## src/verilog/avm_uart_pkg.sv

```systemverilog
package avm_uart_pkg;

    typedef logic [4:0] avm_addr_t;
    typedef logic [31:0] avm_data_t;
    typedef logic [7:0] byte_t;

    // byte addresses of the UART registers.
    localparam avm_addr_t rx_base = 5'd0;
    localparam avm_addr_t tx_base = 5'd4;
    localparam avm_addr_t status_base = 5'd8;

    // ready flags in the status register.
    localparam int tx_ok_bit = 6;
    localparam int rx_ok_bit = 7;

    // bytes per key or cipher block, and plaintext bytes sent back.
    localparam int key_bytes = 32;
    localparam int out_bytes = 31;

    // one registered Avalon-MM master command.
    typedef struct packed {
        avm_addr_t address;
        logic      read;
        logic      write;
        avm_data_t writedata;
    } avm_cmd_t;

    typedef enum logic [2:0] {
        poll_rx,
        get_n,
        get_d,
        get_c,
        wait_core,
        poll_tx,
        put
    } ctrl_state_t;

endpackage

```

## src/verilog/rsa_pkg.sv

```systemverilog
package rsa_pkg;

    // operand width of the RSA-256 datapath.
    localparam int rsa_width = 256;

    // iteration counters must reach 256 inclusive.
    localparam int rsa_cnt_width = 9;

    typedef logic [rsa_width-1:0] rsa_word_t;
    typedef logic [rsa_cnt_width-1:0] rsa_cnt_t;

    // sequencer of the modular exponentiation core.
    typedef enum logic [1:0] {
        idle,
        prep,
        loop,
        done
    } core_state_t;

endpackage

```

## src/verilog/rsa_uart_ctrl.sv

```systemverilog
`timescale 1ns/1ps

module rsa_uart_ctrl (
    input  logic                   avm_clk,
    input  logic                   avm_rst,
    output avm_uart_pkg::avm_cmd_t  cmd,
    input  avm_uart_pkg::avm_data_t readdata,
    input  logic                   waitrequest,
    output logic                   core_start,
    output rsa_pkg::rsa_word_t      cipher,
    output rsa_pkg::rsa_word_t      exponent,
    output rsa_pkg::rsa_word_t      modulus,
    input  rsa_pkg::rsa_word_t      plaintext,
    input  logic                   core_done
);

    avm_uart_pkg::ctrl_state_t state;
    avm_uart_pkg::ctrl_state_t phase;
    logic [4:0] byte_cnt;
    rsa_pkg::rsa_word_t tx_sh;
    avm_uart_pkg::byte_t rx_byte;
    logic last_in;
    logic last_out;

    assign rx_byte = readdata[7:0];
    assign last_in = (byte_cnt == 5'(avm_uart_pkg::key_bytes - 1));
    assign last_out = (byte_cnt == 5'(avm_uart_pkg::out_bytes - 1));

    always_ff @(posedge avm_clk or posedge avm_rst) begin
        if (avm_rst) begin
            state <= avm_uart_pkg::poll_rx;
            phase <= avm_uart_pkg::get_n;
            byte_cnt <= '0;
            core_start <= 1'b0;
            cmd <= '{address: avm_uart_pkg::status_base, read: 1'b1, write: 1'b0,
                     writedata: '0};
        end else begin
            core_start <= 1'b0;
            case (state)
                avm_uart_pkg::poll_rx: begin
                    if (!waitrequest && readdata[avm_uart_pkg::rx_ok_bit]) begin
                        cmd.address <= avm_uart_pkg::rx_base;
                        state <= phase;
                    end
                end
                avm_uart_pkg::get_n, avm_uart_pkg::get_d, avm_uart_pkg::get_c: begin
                    if (!waitrequest) begin
                        // the counter wraps to zero after the 32nd byte.
                        byte_cnt <= byte_cnt + 1'b1;
                        cmd.address <= avm_uart_pkg::status_base;
                        state <= avm_uart_pkg::poll_rx;
                        if (last_in) begin
                            if (state == avm_uart_pkg::get_n) begin
                                phase <= avm_uart_pkg::get_d;
                            end else if (state == avm_uart_pkg::get_d) begin
                                phase <= avm_uart_pkg::get_c;
                            end else begin
                                core_start <= 1'b1;
                                cmd.read <= 1'b0;
                                state <= avm_uart_pkg::wait_core;
                            end
                        end
                    end
                end
                avm_uart_pkg::wait_core: begin
                    if (core_done) begin
                        cmd.read <= 1'b1;
                        state <= avm_uart_pkg::poll_tx;
                    end
                end
                avm_uart_pkg::poll_tx: begin
                    if (!waitrequest && readdata[avm_uart_pkg::tx_ok_bit]) begin
                        cmd <= '{address: avm_uart_pkg::tx_base, read: 1'b0, write: 1'b1,
                                 writedata: avm_uart_pkg::avm_data_t'(
                                     tx_sh[8*avm_uart_pkg::out_bytes-1 -: 8])};
                        state <= avm_uart_pkg::put;
                    end
                end
                avm_uart_pkg::put: begin
                    if (!waitrequest) begin
                        cmd <= '{address: avm_uart_pkg::status_base, read: 1'b1, write: 1'b0,
                                 writedata: '0};
                        if (last_out) begin
                            byte_cnt <= '0;
                            state <= avm_uart_pkg::poll_rx;
                        end else begin
                            byte_cnt <= byte_cnt + 1'b1;
                            state <= avm_uart_pkg::poll_tx;
                        end
                    end
                end
                default: state <= avm_uart_pkg::poll_rx;
            endcase
        end
    end

    // bytes arrive most significant first, so each one enters at the bottom.
    always_ff @(posedge avm_clk) begin
        if (!waitrequest) begin
            case (state)
                avm_uart_pkg::get_n: modulus <= {modulus[rsa_pkg::rsa_width-9:0], rx_byte};
                avm_uart_pkg::get_d: exponent <= {exponent[rsa_pkg::rsa_width-9:0], rx_byte};
                avm_uart_pkg::get_c: cipher <= {cipher[rsa_pkg::rsa_width-9:0], rx_byte};
                avm_uart_pkg::put: tx_sh <= tx_sh << 8;
                default: ;
            endcase
        end
        if (state == avm_uart_pkg::wait_core && core_done) begin
            tx_sh <= plaintext;
        end
    end

    rw_excl_a: assert property (@(posedge avm_clk) disable iff (avm_rst)
        !(cmd.read && cmd.write));

    cmd_hold_a: assert property (@(posedge avm_clk) disable iff (avm_rst)
        (cmd.read || cmd.write) && waitrequest |=> $stable(cmd));

endmodule

```

## config.mk

```make
export PLATFORM = sky130hd
export DESIGN_NAME = rsa_uart_ctrl
export DESIGN_NICKNAME = d
export VERILOG_FILES = /design/src/verilog/avm_uart_pkg.sv /design/src/verilog/rsa_pkg.sv /design/src/verilog/rsa_uart_ctrl.sv
export SDC_FILE = /design/constraint.sdc
export NUM_CORES = 1
export LEC_CHECK = 0
export BUFFER_PORTS_ARGS = -buffer_cell sky130_fd_sc_hd__buf_2
export CORE_AREA = 2 2 423 425
export DETAILED_ROUTE_END_ITERATION = 6
export DIE_AREA = 0 0 425 427
export GPL_ROUTABILITY_DRIVEN = 0
export HOLD_SLACK_MARGIN = 0.1
export PLACE_DENSITY = 0.36
export SETUP_SLACK_MARGIN = 0.05
export SLEW_MARGIN = 20
export SYNTH_ARGS = -nofsm -noshare
export SYNTH_HDL_FRONTEND = slang
export SYNTH_SLANG_ARGS = --single-unit
```

## constraint.sdc

```tcl
create_clock -name avm_clk -period 27.8 [get_ports avm_clk]
set_input_delay 5.56 -clock avm_clk [delete_from_list [all_inputs] [get_ports avm_clk]]
set_output_delay 5.56 -clock avm_clk [all_outputs]
set_load 0.01 [all_outputs]
```

Yosys cells after proc, flatten, opt, wreduce, memory -nomap -nowiden
Index checks and enable logic that the tools add are counted.
{ "classes": {"div": 0, "magnitude_cmp": 0, "bitwise": 1, "n_reduce_logical": 22, "shift": 0, "n_addsub": 1, "n_eq_ne": 17, "multipliers": 0, "muxes": 35} }
{ "ops": {"columns": ["operator", "count"], "rows": [
  ["248-bit two-way mux", 3],
  ["39-bit two-way mux", 2],
  ["33-bit one-hot mux with 2 select lines", 1],
  ["3-bit two-way mux", 11],
  ["5-bit two-way mux", 4],
  ["5-bit one-hot mux with 4 select lines", 1],
  ["2-bit != test, second input constant", 8],
  ["3-bit one-hot mux with 5 select lines", 1],
  ["5-bit == test, second input constant", 2],
  ["5-bit one-hot mux with 2 select lines", 1],
  ["5-bit AND reduction", 2],
  ["3-bit == test, second input constant", 3],
  ["1-bit two-way mux", 9],
  ["2-bit AND reduction", 4],
  ["8-bit AND reduction", 1],
  ["2-bit nonzero test", 4],
  ["4-bit nonzero test", 2],
  ["3-bit by 2-bit == test with 1-bit output, second input constant", 2],
  ["6-bit two-way mux", 1],
  ["3-bit AND reduction", 2],
  ["5-bit by 1-bit adder with 5-bit output, second input constant", 1],
  ["1-bit one-hot mux with 4 select lines", 1],
  ["4-bit AND reduction", 1],
  ["3-bit by 1-bit == test with 1-bit output, second input constant", 1],
  ["6 further kinds", 8]
]} }
{ "word_totals": {"wordCells": 88, "latch_bits": 0, "memories": 0, "output_inout_bits": 808, "ramBits": 0, "input_bits": 292, "rom_bits": 0, "ff_bits": 1067} }

Logic depth before layout (Yosys ltp)
Gate-level depths: netlist of the first run.
{ "logic_depth": {"word_depth": 6, "depth_mapped": 7, "ltp_nobuf": 7} }

Worst setup path before layout of the first run
Ideal clock, no wire load.
{ "synth_path": {"path_type": "input to register", "from": "in waitrequest", "to": "reg tx_sh[0], enable pin", "path_buffers": 1, "stages": 2, "setup_time_ns": 1.225, "slack_ns": 2.686, "t_arrival_ns": 23.890, "required_time_ns": 26.575, "cell_sequence": "clkbuf_1 a211oi_1"} }
{ "synth_between": {"elab_chain_len": 2} }
{ "synth_rtl": {"columns": ["item", "line_no", "text"], "rows": [
  ["start, declared", "rsa_uart_ctrl.sv:8", "input logic waitrequest,"],
  ["2-bit by 1-bit != test with 1-bit output (no source line)", null, null],
  ["2-bit AND reduction (no source line)", null, null],
  ["end signal, assigned", "rsa_uart_ctrl.sv:104", "avm_uart_pkg::put: tx_sh <= tx_sh << 8;"],
  ["end signal, assigned", "rsa_uart_ctrl.sv:109", "tx_sh <= plaintext;"],
  ["end, declared", "rsa_uart_ctrl.sv:20", "rsa_pkg::rsa_word_t tx_sh;"]
]} }
Every way passes these cells.
A chain may end at the register's enable or synchronous reset.

Worst setup path in the final report of the first run
{ "layout_path": {"from": "in core_done", "to": "reg tx_sh[161], data pin"} }
{ "layout_between": {"elab_chain_len": 2} }
{ "layout_rtl": {"columns": ["item", "line_no", "text"], "rows": [
  ["start, declared", "rsa_uart_ctrl.sv:14", "input logic core_done"],
  ["1-bit logical AND", "rsa_uart_ctrl.sv:108", "if (state == avm_uart_pkg::wait_core && core_done) begin"],
  ["248-bit two-way mux", "rsa_uart_ctrl.sv:108", null]
]} }
Every way passes these cells.

==> results of run 1 <==
[metrics by stage]
step                total power, W  cells
detailed placement        0.001752   4820
floorplan                 0.001733   1468
global route              0.003390   5047
global placement          0.001751   4820
CTS                       0.003330   5035
finish                    0.003268   5049
[area by class of cell]
type | count | area share (%)
multi-input cells | 364 | 7.398
well taps | 2355 | 6.299
clock buffers | 143 | 6.534
inverters | 6 | 0.04814
clock inverters | 72 | 1.725
flip-flops and latches | 1039 | 66.46
diodes | 14 | 0.07489
repair buffers | 1056 | 11.46
[registers in the layout, summed over array words and instances (netlist names)]
register	flops
tx_sh	248
exponent	256
cmd	12
phase	2
core_start	1
state	3
modulus	256
byte_cnt	5
cipher	256
[layer usage]
| metal | global-route usage [%] | wire, µm | vias to the layer above |
|---|---|---|---|
| li1 | - | - | 8032 |
| met1 | 10.63 | 35500 | 9048 |
| met2 | 21.04 | 58340 | 730 |
| met3 | 5.757 | 11320 | 251 |
| met4 | 4.297 | 3991 | 92 |
| met5 | 0 | 567 | - |
[critical path, stage by stage]
cell and delay [ns]:
buf_2 0.11, nor3b_4 0.84, buf_12 0.61, buf_4 0.87
mux2_1 0.44
[how the worst min path moves through the flow]
stage,startpoint,endpoint,slack (ns)
after floorplan,phase[1],phase[1],0.43
after global placement,cipher[50],cipher[58],0.43
after detailed placement,cipher[79],cipher[87],0.43
after CTS,cipher[99],cipher[107],0.42
after global routing,modulus[122],modulus[130],0.43
final,cipher[104],cipher[112],0.43
[cells in the final DEF (no fill, tap or decap), types with 2 or more instances in the layout]
master,instances
buf_2,1040
edfxtp_1,1016
mux2_1,202
clkbuf_16,118
mux2_2,39
clkinv_1,30
conb_1,27
clkbuf_1,24
dfrtp_1,20
clkinv_2,18
diode_2,14
bufinv_16,13
buf_4,13
nor2_1,12
a22o_1,11
o21ai_0,10
nand2_1,9
and2_1,9
inv_1,6
nand2b_1,6
nor2b_1,5
clkinv_16,5
and3_1,3
a21oi_1,3
nor3_2,3
ha_1,3
dfstp_2,3
buf_12,3
mux2i_1,2
a32o_1,2
a31oi_1,2
o22ai_1,2
o21bai_1,2
clkinvlp_4,2
[power groups by stage]
| stage | logic, W | registers [W] | clock network (W) |
|---|---|---|---|
| floorplan | 0.00000655 | 0.00173 | 0 |
| global placement | 0.0000246 | 0.00173 | 0 |
| detailed placement | 0.0000251 | 0.00173 | 0 |
| CTS | 0.0000252 | 0.00169 | 0.00161 |
| global route | 0.0000276 | 0.00169 | 0.00167 |
| finish | 0.0000248 | 0.00169 | 0.00155 |
[cell families after synthesis]
logic type      after synthesis  synth area share [%]
buf+inv                      65                 1.288
fa+ha+maj                     3                0.1076
flops                      1039                 89.15
mux                         243                 7.839
simple gates                 53                0.8252
compound gates               38                0.7821
other cells                   1               0.01075
==> qor.txt, run 1 <==
outcome: completed
hold buffer count at CTS: 0
reg2reg path depth: 5
switching fraction of total power: 20.09%
crit path from: core_done
clk buf depth: 3
TritonCTS Sinks: 1039
Root Driver: clkbuf_16
WL per Instance: 21.73 µm
Area Overhead vs Synth: 34.14%
Rel. slew slack: 28.05%
Synth top area share: 87.49%
Synth async-reset ratio: 2.214%
Critical Path End: tx_sh[161]
Layout Nets: 2879
f_max: 120.8 MHz
CP max FO: 156
via count: 18150
Setup Viol. Count Final: 0
average vias per placed instance: 3.595
Yosys cell types: 39
CP startpoint kind: input port
initial antenna violation count: 61
largest net degree at the start of global routing: 160
sequential fraction of the synthesis area: 89.15%
critical path arrival: 8.75 ns
area leader, netlist: edfxtp_1
Final Instance Area: 0.04678 mm²
HP Class: reg -> reg
first-pass GRT wire length: 147700 µm
GRT Overall Usage: 11.40%
Resize count post-CTS: 0
H-tree levels: 3
Worst Setup End Kind: flip-flop
Commonest cells post-synth: edfxtp_1, mux2_1, buf_4
vias in the first global route: 19070
Clock power frac: 47.4%
num rows: 155
Syn Area/Cell: 24.18 µm²
Routed Antenna Nets: 0
Post-CTS Setup Inserts: 0
TritonCTS Buffers: 117
Crit path required time: 28.28 ns
Mapped Cells: 1442
Final Hold Slack: 0.4258 ns
Port Buffers: 1040
fillers: 18170
r2r setup slk: 23.49 ns
synthesized area: 0.03487 mm²
Final Util: 26.39%
DIE WIDTH: 425 µm
die area: 0.1815 mm²
Starting Density: 19.67%
skew final: 0.03139 ns
Comb pwr share: 0.8%
most frequent cell after synthesis: edfxtp_1
Post-synth EDFFs: 1016
#FFs+latches synth: 1039
setup slack at placement: 18.74 ns
I/O Pins: 1100
r2r endpoint: tx_sh[161]
sequential share of power: 51.8%
final WL: 109700 µm
height of the chip: 427 µm
top_reg_cell synth: edfxtp_1
power density cells: 69.85 mW/mm²
CTS tree: yes
# DRC: 0
Tcrit/Tclk final: 29.77%
Worst Slack Setup Final: 19.53 ns
Sw Pwr: 0.0006565 W
Leakage: 16.78 nW
Clock Latency Late Sink: 0.76 ns
dpl cell area: 0.04288 mm²
WS Path Type: in -> reg
DR pass1 iterations: 5
Core Region: 0.1773 mm²
gr ovfl total: 0
DP HPWL: 82450 µm
reg2reg start: state[0]
Max VDD drop: 0.04822 mV
max-cap violation count: 0
hold depth: 0
Clock transition at path regs: 0.07 ns
Synth area leaders: edfxtp_1, mux2_1, dfrtp_1
max-slew violation count: 0
Sum Neg Setup Slack: 0 ns
Multi-input gate area: 0.003461 mm²
final hold violations: 0
Reg area: 0.03109 mm²
Int Power: 0.002611 W
RSZ-0062 raised after global routing: false
YS warnings: 0
fin crit period: 8.275 ns
Worst Tran Pin Value: 1.079 ns
initial DRC count: 990
share of layout cells above drive strength 1: 47.20%
(Power assumes the default switching activity.)
==> run 2: changes to the inputs <==
--- a/config.mk
+++ b/config.mk
@@ -5,6 +5,7 @@
 export SDC_FILE = /design/constraint.sdc
 export NUM_CORES = 1
 export LEC_CHECK = 0
+export ABC_AREA = 1
 export BUFFER_PORTS_ARGS = -buffer_cell sky130_fd_sc_hd__buf_2
 export CORE_AREA = 2 2 423 425
 export DETAILED_ROUTE_END_ITERATION = 6
==> constraint.sdc (replaced) <==
create_clock -name avm_clk -period 8.6 [get_ports avm_clk]
set_input_delay 1.72 -clock avm_clk [delete_from_list [all_inputs] [get_ports avm_clk]]
set_output_delay 1.72 -clock avm_clk [all_outputs]
set_load 0.01 [all_outputs]
==> qor.txt, run 2 <==
Setup Viol. Count Final: 0
Worst Tran Pin Value: 1.114 ns
synthesized area: 0.03493 mm²
Max VDD drop: 0.1629 mV
final WL: 112700 µm
largest net degree at the start of global routing: 196
area leader, netlist: edfxtp_1
skew final: 0.03910 ns
top flop regs: cipher: 256 flops, exponent: 256 flops, modulus: 256 flops
Clock Latency Late Sink: 0.78 ns
DR pass1 iterations: 7
TritonCTS Buffers: 121
initial antenna violation count: 51
Resize count post-CTS: 0
Synth area leaders: edfxtp_1, nand2_1, dfrtp_1
sequential fraction of the synthesis area: 89.00%
Root Driver: clkbuf_16
Crit path required time: 8.98 ns
Comb pwr share: 7.3%
Commonest cells post-synth: edfxtp_1, nand2_1, buf_2
# DRC: 0
sequential share of power: 50.9%
power density cells: 258.5 mW/mm²
Clock transition at path regs: 0.06 ns
Tcrit/Tclk final: 42.31%
#FFs+latches synth: 1039
Synth top area share: 87.34%
Post-synth EDFFs: 1016
average vias per placed instance: 3.566
Worst Setup End Kind: flip-flop
f_max: 274.8 MHz
die area: 0.1815 mm²
Starting Density: 19.71%
Mapped Cells: 1994
clk buf depth: 3
fin crit period: 3.639 ns
Rel. slew slack: 25.75%
Sw Pwr: 0.002957 W
max-slew violation count: 0
final hold violations: 0
DP HPWL: 81580 µm
gr ovfl total: 0
Layout Nets: 3409
I/O Pins: 1100
hold buffer count at CTS: 0
YS warnings: 0
switching fraction of total power: 24.42%
initial DRC count: 1001
share of layout cells above drive strength 1: 38.44%
H-tree levels: 3
num rows: 155
most frequent cells in the layout: buf_2, edfxtp_1, nand2_1, clkbuf_16, clkbuf_1
Syn Area/Cell: 17.52 µm²
most frequent cell after synthesis: edfxtp_1
RSZ-0062 raised after global routing: false
outcome: completed
Core Region: 0.1773 mm²
vias in the first global route: 20040
critical path arrival: 4.01 ns
dpl cell area: 0.04292 mm²
Yosys cell types: 22
Area Overhead vs Synth: 34.11%
commonest non-fill, non-tap cell in the layout: buf_2
WS Path Type: in -> reg
DIE WIDTH: 425 µm
Clock power frac: 41.8%
Leakage: 18.11 nW
CP startpoint kind: input port
Sum Neg Setup Slack: 0 ns
WL per Instance: 20.18 µm
Routed Antenna Nets: 0
CP max FO: 109
top_reg_cell synth: edfxtp_1
first-pass GRT wire length: 152000 µm
HP Class: reg -> reg
GRT Overall Usage: 11.72%
via count: 19910
Int Power: 0.009153 W
Post-CTS Setup Inserts: 0
Final Instance Area: 0.04685 mm²
height of the chip: 427 µm
Port Buffers: 1040
TritonCTS Sinks: 1039
Synth async-reset ratio: 2.214%
max-cap violation count: 0
CTS tree: yes
==> run 2: area by class of cell <==
cell class                      count  area, µm²
Fill cell                       18510     130400
Sequential cell                  1039      31090
Timing Repair Buffer             1054       5385
Multi-Input combinational cell    873       3403
Clock buffer                      150       3147
Tap cell                         2355       2947
Clock inverter                     72      737.0
Inverter                           25      101.3
Antenna cell                       15      37.54
==> run 2: worst max-delay path: stages <==
cell and delay, ns:
buf_2 0.10, inv_1 0.08, nor3_4 0.18, buf_4 0.47, inv_8 0.34, nand2_4 0.17
buf_4 0.79
==> run 2: worst paths after layout <==
kind	startpoint	to	slack (ns)	depth (start not counted)
worst max-delay path	core_done	tx_sh[241]	4.96	7
worst min-delay path	exponent[56]	exponent[64]	0.41	0
worst max register to register	state[2]	tx_sh[241]	5.26	8
worst min register to register	exponent[56]	exponent[64]	0.41	0
max in group asynchronous	avm_rst	core_start	6.83	2
min in group asynchronous	avm_rst	byte_cnt[2]	1.17	2
==> run 2: kinds of logic after synthesis <==
| kind of cell | synth area share (%) |
|---|---|
| AO/OA/AOI/OAI | 0.1648 |
| adder cells (fa/ha/maj) | 0.1075 |
| other | 0.01074 |
| buffers and inverters | 1.633 |
| AND/OR/NAND/NOR | 9.084 |
| flip-flops | 89.00 |
==> run 2: power by group through the flow <==
stage | Sequential (W) | Clock, W | Combinational [W]
2_1_floorplan | 0.00641 | 0 | 0.000218
3_3_place_gp | 0.00627 | 0 | 0.000923
3_5_place_dp | 0.00628 | 0 | 0.000920
4_1_cts | 0.00618 | 0.00528 | 0.000918
5_1_grt | 0.00621 | 0.00544 | 0.000951
6_report | 0.00617 | 0.00506 | 0.000878
==> run 2: routing by layer <==
metal	global-route usage [%]	wire, µm	vias up
met5	0	444	-
met4	3.759	2576	74
met3	4.989	10370	215
met2	21.87	60630	695
met1	11.59	38650	9610
li1	-	-	9317
==> run 2: through the flow <==
stage                     cells  util (%)  worst slack [ns]  hold WS [ns]  total power (W)
final                      5583     26.43             4.961        0.4062          0.01211
after global routing       5576     26.42             4.791        0.4063          0.01260
after CTS                  5568     26.41             4.958        0.4036          0.01237
after detailed placement   5346     24.22             4.077        0.4256         0.007200
after global placement     5346     24.22             4.066        0.4246         0.007191
after floorplan            2020         -            0.3648        0.4257         0.006626
==> run 3: changes to the inputs <==
--- a/config.mk
+++ b/config.mk
@@ -5,14 +5,14 @@
 export SDC_FILE = /design/constraint.sdc
 export NUM_CORES = 1
 export LEC_CHECK = 0
-export ABC_AREA = 1
+export ABC_AREA = 0
 export BUFFER_PORTS_ARGS = -buffer_cell sky130_fd_sc_hd__buf_2
 export CORE_AREA = 2 2 423 425
 export DETAILED_ROUTE_END_ITERATION = 6
 export DIE_AREA = 0 0 425 427
 export GPL_ROUTABILITY_DRIVEN = 0
 export HOLD_SLACK_MARGIN = 0.1
-export PLACE_DENSITY = 0.36
+export PLACE_DENSITY = 0.37
 export SETUP_SLACK_MARGIN = 0.05
 export SLEW_MARGIN = 20
 export SYNTH_ARGS = -nofsm -noshare
==> constraint.sdc (replaced) <==
create_clock -name avm_clk -period 3.09 [get_ports avm_clk]
set_input_delay 0.618 -clock avm_clk [delete_from_list [all_inputs] [get_ports avm_clk]]
set_output_delay 0.618 -clock avm_clk [all_outputs]
set_load 0.01 [all_outputs]
==> qor.txt, run 3 (synthesized netlist as in run 1, its figures left out) <==
outcome: completed
Setup Viol. Count Final: 0
CP startpoint kind: flip-flop
Multi-input gate area: 0.003480 mm²
Routed Antenna Nets: 0
Root Driver: clkbuf_16
final hold violations: 0
critical path arrival: 1.66 ns
Reg area: 0.03109 mm²
fin crit period: 2.282 ns
HP Class: in -> reg
via count: 18870
max-slew violation count: 0
Post-CTS Setup Inserts: 0
wl on met1: 39870 µm
Final Util: 27.79%
most frequent cells in the layout: buf_2, edfxtp_1, dlygate4sd3_1, mux2_1, clkbuf_16
CTS tree: yes
first-pass GRT wire length: 149400 µm
met3 wire length: 9262 µm
share of layout cells above drive strength 1: 44.09%
Worst Setup End Kind: output port
Port Buffers: 1040
WS Path Type: reg -> out
RSZ-0062 raised after global routing: false
GRT Overall Usage: 11.58%
Layout Nets: 3142
Starting Density: 19.67%
Leakage: 17.85 nW
Tcrit/Tclk final: 73.84%
skew final: 0.04225 ns
Crit path max-delay family: flip-flops
Clock Latency Late Sink: 0.76 ns
DP HPWL: 84010 µm
Max VDD drop: 0.4209 mV
Core Region: 0.1773 mm²
f_max: 438.3 MHz
TritonCTS Buffers: 117
Critical-path top delay cell: edfxtp_1
largest net degree at the start of global routing: 88
height of the chip: 427 µm
WL per Instance: 20.88 µm
Buf+Inv Stages, Crit Path: 1
Sum Neg Setup Slack: 0 ns
DIE WIDTH: 425 µm
initial antenna violation count: 29
critical path's largest stage delay: 0.69 ns
average vias per placed instance: 3.548
Crit path required time: 2.47 ns
# DRC: 0
clk buf depth: 3
die area: 0.1815 mm²
gr ovfl total: 0
Area Overhead vs Synth: 41.26%
I/O Pins: 1100
initial DRC count: 1123
Clock transition at path regs: 0.06 ns
final WL: 111000 µm
met2 wire len: 58840 µm
CP max FO: 2
fillers: 18130
DR pass1 iterations: 4
commonest non-fill, non-tap cell in the layout: buf_2
DR top layer: met5
crit path cell chain: buf_2
vias in the first global route: 19330
top flop regs: cipher: 256 flops, exponent: 256 flops, modulus: 256 flops
power density cells: 586.9 mW/mm²
max-cap violation count: 0
Worst Tran Pin Value: 0.9734 ns
TritonCTS Sinks: 1039
num rows: 155
Rel. slew slack: 34.71%
H-tree levels: 3
[run 3: changes by cell type in the layout (fill, tap and decap cells not counted), moves of 7 or more]
cell / before / now
nor2_1: 19 / 12
buf_4: 8 / 35
mux2_1: 0 / 202
nand2_1: 786 / 9
buf_12: 6 / 18
dlygate4sd3_1: 0 / 226
nand3_1: 20 / 1
a22o_1: 0 / 11
and2_1: 1 / 9
inv_1: 21 / 5
mux2_2: 0 / 39
clkinv_1: 27 / 37
[run 3: path summary, 6_finish.rpt]
check                                from           end  slack (ns)  cells past startpoint
setup / recovery             exponent[23]  exponent[23]        0.81                      1
hold / removal             plaintext[196]    tx_sh[196]        0.20                      2
setup reg to reg                 state[1]        cmd[6]        0.86                      5
hold reg to reg              exponent[67]  exponent[75]        0.42                      0
max in group asynchronous         avm_rst        cmd[7]        2.07                      3
min in group asynchronous         avm_rst   byte_cnt[3]        0.55                      3
[run 3: final cells by class]
class,instances,area share [%]
Tap cell,2355,5.982
Timing Repair Buffer,1319,16.42
Clock buffer,142,6.177
Clock inverter,76,1.118
Multi-Input combinational cell,364,7.064
Sequential cell,1039,63.11
Inverter,6,0.04572
Antenna cell,16,0.08128
[run 3: power breakdown]
group          internal, W  switching [W]
Combinational     0.000310       0.000149
Sequential          0.0152     0.00000242
Clock              0.00741        0.00580
Total               0.0230        0.00595
[run 3: timing repair]
| item | in CTS | in global routing |
|---|---|---|
| hold buffers | 226 | 0 |
| hold endpoints to repair | 257 | 0 |
| gates resized for setup | 0 | 0 |
[run 3: routing by layer]
layer | track usage [%] | vias up
met5 | 0 | -
met4 | 3.493 | 28
met3 | 4.531 | 164
met2 | 21.24 | 691
met1 | 12.08 | 9410
li1 | - | 8572
[run 3: per-stage QoR]
step	worst slack (ns)	total power [W]	cell area, µm²	hold WS [ns]	cells
after floorplan	-4.631	0.01560	35040	0.4281	1468
after global placement	0.7252	0.01575	43370	0.4238	4857
after detailed placement	0.7013	0.01575	43370	0.4256	4857
after CTS	0.6105	0.02943	49220	0.1004	5301
after global routing	0.6669	0.02995	49250	0.1237	5314
final	0.8084	0.02891	49260	0.1987	5317
